**config.mk**
```make
export PLATFORM = sky130hd
export DESIGN_NAME = query_wait_pipe
export DESIGN_NICKNAME = d
export VERILOG_FILES = /design/src/seed_pkg.sv /design/src/query_wait_pipe.sv
export SDC_FILE = /design/constraint.sdc
export NUM_CORES = 1
export LEC_CHECK = 0
export BUFFER_PORTS_ARGS = -buffer_cell sky130_fd_sc_hd__buf_2
export CELL_PAD_IN_SITES_DETAIL_PLACEMENT = 0
export CELL_PAD_IN_SITES_GLOBAL_PLACEMENT = 1
export CORE_MARGIN = 3
export CORE_UTILIZATION = 48
export DETAILED_ROUTE_END_ITERATION = 6
export GPL_ROUTABILITY_DRIVEN = 0
export HOLD_SLACK_MARGIN = 0.05
export PLACE_DENSITY = 0.87
export SETUP_SLACK_MARGIN = 0.05
export SLEW_MARGIN = 20
export SYNTH_ARGS = -nofsm -noshare
export SYNTH_HDL_FRONTEND = slang
export SYNTH_SLANG_ARGS = --single-unit
```
**constraint.sdc**
```tcl
create_clock -name Clk_32UI -period 18.3 [get_ports Clk_32UI]
set_input_delay 1.83 -clock Clk_32UI [delete_from_list [all_inputs] [get_ports Clk_32UI]]
set_output_delay 1.83 -clock Clk_32UI [all_outputs]
set_load 0.005 [all_outputs]
```
**src/seed_pkg.sv**
```systemverilog
/*
 * Read record layout, status codes and queue sizing for the forward
 * seeding read queue. Referenced by scoped name from every RTL module.
 */
package seed_pkg;

	//==================================================
	// field widths
	//==================================================
	localparam int READ_NUM_W = 10;
	localparam int POS_W      = 7;   // positions, counts, ik_info halves
	localparam int INTV_W     = 33;  // SA interval bounds as kept in the queue
	localparam int BASE_W     = 8;
	localparam int STATUS_W   = 6;

	// read queue sizing, cut down for simulation
	localparam int READ_Q_DEPTH = 64;
	localparam int READ_Q_AW    = $clog2(READ_Q_DEPTH);
	localparam int READ_Q_PW    = READ_Q_AW + 1; // extra wrap bit

	localparam int QUERY_WAIT = 3; // read RAM latency in stall-free cycles

	typedef logic [STATUS_W-1:0] status_t;
	typedef logic [BASE_W-1:0]   base_t;

	// one-hot status, backward codes not carried here
	localparam status_t F_INIT  = 6'b00_0001;
	localparam status_t F_RUN   = 6'b00_0010;
	localparam status_t F_BREAK = 6'b00_0100;
	localparam status_t BUBBLE  = 6'b00_0000;

	//==================================================
	// records
	//==================================================
	typedef struct packed {
		logic [POS_W-1:0]      ptr_curr;
		logic [READ_NUM_W-1:0] read_num;
		logic [INTV_W-1:0]     ik_x0;
		logic [INTV_W-1:0]     ik_x1;
		logic [INTV_W-1:0]     ik_x2;
		logic [POS_W-1:0]      ik_info_hi; // ik_info[38:32]
		logic [POS_W-1:0]      ik_info_lo; // ik_info[6:0]
		logic [POS_W-1:0]      forward_i;
		logic [POS_W-1:0]      min_intv;
		logic [POS_W-1:0]      backward_x;
	} fwd_rec_t;

	// one read queue slot
	typedef struct packed {
		fwd_rec_t rec;
		base_t    query;
		status_t  status;
	} fwd_entry_t;

	// fresh read from the loader
	typedef struct packed {
		logic [READ_NUM_W-1:0] read_num;
		logic [INTV_W-1:0]     ik_x0;
		logic [INTV_W-1:0]     ik_x1;
		logic [INTV_W-1:0]     ik_x2;
		logic [POS_W-1:0]      ik_info_hi;
		logic [POS_W-1:0]      ik_info_lo;
		logic [POS_W-1:0]      forward_i;
		logic [POS_W-1:0]      min_intv;
	} new_read_t;

	typedef struct packed {
		fwd_entry_t  entry;
		logic [63:0] forward_k;
		logic [63:0] forward_l;
	} fwd_out_t;

endpackage

```
**src/query_wait_pipe.sv**
```systemverilog
/*
 * Holds each forward record for the read RAM latency, then joins it with
 * the returned query base and offers the finished entry to the read queue.
 */
module query_wait_pipe (
	input  logic               Clk_32UI,
	input  logic               reset_n,
	input  logic               stall,
	input  seed_pkg::fwd_rec_t fwd_in,
	input  seed_pkg::status_t  fwd_status,
	input  seed_pkg::base_t    new_read_query_2Queue,
	output seed_pkg::fwd_entry_t entry,
	output logic               entry_write
);

	localparam int LAST = seed_pkg::QUERY_WAIT - 1;

	seed_pkg::fwd_rec_t rec_pipe [seed_pkg::QUERY_WAIT];
	seed_pkg::status_t  st_pipe  [seed_pkg::QUERY_WAIT];
	logic               last_is_fwd;

	//==================================================
	// wait stages while the base is fetched
	//==================================================
	always_ff @(posedge Clk_32UI) begin
		if (!stall) begin
			rec_pipe[0] <= fwd_in;
			for (int i = 1; i < seed_pkg::QUERY_WAIT; i++) begin
				rec_pipe[i] <= rec_pipe[i-1];
			end
		end
	end

	always_ff @(posedge Clk_32UI) begin
		if (!reset_n) begin
			for (int i = 0; i < seed_pkg::QUERY_WAIT; i++) begin
				st_pipe[i] <= seed_pkg::BUBBLE;
			end
		end else if (!stall) begin
			st_pipe[0] <= fwd_status;
			for (int i = 1; i < seed_pkg::QUERY_WAIT; i++) begin
				st_pipe[i] <= st_pipe[i-1];
			end
		end
	end

	// only forward codes go into the queue
	assign last_is_fwd = (st_pipe[LAST] == seed_pkg::F_INIT) ||
		(st_pipe[LAST] == seed_pkg::F_RUN) ||
		(st_pipe[LAST] == seed_pkg::F_BREAK);

	//==================================================
	// join stage, base arrives this cycle
	//==================================================
	always_ff @(posedge Clk_32UI) begin
		if (!stall) begin
			entry.rec    <= rec_pipe[LAST];
			entry.query  <= new_read_query_2Queue;
			entry.status <= st_pipe[LAST];
		end
	end

	always_ff @(posedge Clk_32UI) begin
		if (!reset_n)
			entry_write <= 1'b0;
		else if (!stall)
			entry_write <= last_is_fwd;
	end

endmodule

```
==> metrics.cfg <==
[critical_path]
cp_num_buf_inv = 4
critPathArrivalTime_ns = 4.62
reg2reg_from = st_pipe[0][13]
start_kind = input port
crit_type = input port to flip-flop
cp_max_fo = 217
path_cells = buf_2, inv_8, buf_4, buf_12
reg2reg_slack_ns = 17.28
crit_slowest_cell = buf_4
worstReg2RegEnd = entry_write
reg2regPathDepth = 3
end_kind = flip-flop
worst-path-stages = 4
required_ns = 18.50
crit_family = buffers and inverters
setup.worst_path.end = rec_pipe[1][0]
max_stage_delay_ns = 0.86
cp-startpoint = stall

[routing]
detail_route.wl_per_cell_um = 17.9
vias = 7448
drt_wl_total_mm = 29.2
firstDrtPassIters = 4
vias_per_cell = 4.57
drtAntennaViolNets = 0
drt-initial-drc-count = 513
drc = 0

[cells_and_area]
final_common_cell = edfxtp_1
final_cell_mix = 636 x edfxtp_1, 333 x buf_2, 61 x clkbuf_16, 13 x clkinv_2, 12 x clkbuf_1
nNetsFinal = 1230
multi_input_area_um2 = 195
fin_util_pct = 60.3
fillers = 2700
drive_gt1_share_pct = 39.3
regArea_um2 = 19100
syn2layout_area_growth_pct = 22.3

[clocking]
clock_path_buffers = 3
cts_buffers = 60
cts_hold_buf = 0
cts_resized = 0
cts-root-buf = clkbuf_16
cts_tree = done
numClockSinks = 637
clk_latency_ns = 0.59
post_cts_buffers = 0
path_clk_slew_ns = 0.06
htreeDepth = 2

[logic_synthesis]
ys_seq_area_share_pct = 98.9
syn-instance-count = 664
avgSynthCellArea_um2 = 29.1
syn_area_um2 = 19300
ys_types = 13
syn_nets = 832
ys_seq_elements = 637
yosysWarnings = 0

[power]
power_frac_comb_pct = 2.4
p_int_mw = 2.45
p_switching_mw = 0.569
power.density_nw_per_um2 = 128
p_clk_share_pct = 39.7
p_leak_nw = 8.63
seqPwrFrac_pct = 57.9
switching_share_pct = 18.9
ir_drop_mv = 0.0752

[grt]
grtUsageTotal_pct = 13.3
grt_pass1_vias = 7404
grt_pass1_wl_mm = 42.3
antenna_found_initial = 7
grt-ovfl-total = 0
grt_max_degree = 218

[floorplan]
dieArea_um2 = 42700
pin_count = 334
rows = 72
dieWidth_um = 207
die_y_um = 207
initial_core_util_pct = 49.3
core_um2 = 39200

[place]
port_buffers = 333
dp_hpwl_mm = 18.3

[timing]
relSlewSlack_pct = 29.5
fmax_ghz = 0.226
post-route-min-period_ns = 4.42
clock-skew-final_ns = 0.0138
final-hold-violation-count = 0
rsz0062_at_grt = no
maxSlewViolCount = 0
finalCritPeriodShare_pct = 24.1
fin_tns_setup_ns = 0
setup_viol = 0
worstMarginPinSlew_ns = 1.06

[hold_path]
min_path_type = flip-flop to flip-flop

[run_status]
status = finished clean

[flow_run]
cap_violations = 0

Yosys cell counts:
cell      count  area [um^2]
clkbuf_2      1         5.00
inv_1         1         3.75
nand2b_1      1         6.26
xnor2_1       1         8.76
edfxtp_1    636        19100
nor4b_4       1         23.8
o22ai_1       1         6.26
dfxtp_1       1         20.0
nor2b_4       1         13.8
nand2_1       1         3.75
a32o_1        1         10.0
and2_1       10         62.6
and2_2        8         60.1
how the worst min path moves through the flow:
| stage | startpoint | to | cells after the start | slack, ns |
|---|---|---|---|---|
| floorplan | rec_pipe[2][86] | entry[100] | 0 | 0.40 |
| global placement | rec_pipe[1][14] | rec_pipe[2][14] | 0 | 0.40 |
| detailed placement | rec_pipe[2][92] | entry[106] | 0 | 0.40 |
| CTS | rec_pipe[1][129] | rec_pipe[2][129] | 0 | 0.40 |
| global route | rec_pipe[0][82] | rec_pipe[1][82] | 0 | 0.42 |
| finish | rec_pipe[1][129] | rec_pipe[2][129] | 0 | 0.40 |
metal layers:
metal | routed length (um) | share of wire (%) | track usage (%) | up-vias
met3 | 2250 | 7.7 | 4.33 | 65
met4 | 814 | 2.8 | 5.79 | 12
met1 | 11000 | 38 | 16.0 | 3627
met2 | 15100 | 52 | 22.2 | 237
met5 | 69 | 0.24 | 0 | -
li1 | - | - | - | 3507
flip-flops by register name, summed over array words and instances, names as in the netlist:
name and cells:
rec_pipe 453, entry_write 1, st_pipe 18, entry 165
kinds of logic after synthesis:
kind of cell,after synthesis,synth area share (%)
xor gates and xnor gates,1,0.0453
DFF,637,98.9
buffers and inverters,2,0.0453
and+or+nand+nor,22,0.881
AOI/OAI and AO/OA,2,0.0842
cell type report:
cell class | count | share of cell area, %
Timing Repair Buffer | 337 | 7.25
Clock buffer | 73 | 6.65
Multi-Input combinational cell | 25 | 0.826
Antenna cell | 1 | 0.0106
Inverter | 1 | 0.0476
Clock inverter | 39 | 1.58
Sequential cell | 637 | 80.9
Tap cell | 518 | 2.74
stage by stage:
stage	area (um^2)	hold WS (ns)	power [mW]	worst slack (ns)	cells
global route	23600	0.416	3.13	13.67	1631
detailed placement	21700	0.405	1.85	13.36	1518
CTS	23600	0.405	3.06	14.02	1630
global placement	21700	0.400	1.84	13.40	1518
floorplan	19300	0.400	1.83	3.63	664
finish	23600	0.404	3.02	13.88	1631
power by group through the flow:
stage	sequential (mW)	combinational (mW)	clock (mW)
2_1_floorplan	1.80	0.0215	0
3_3_place_gp	1.77	0.0733	0
3_5_place_dp	1.78	0.0756	0
4_1_cts	1.75	0.0760	1.23
5_1_grt	1.75	0.0822	1.29
6_report	1.75	0.0735	1.20
No activity file was read; power rests on OpenSTA's default activity.
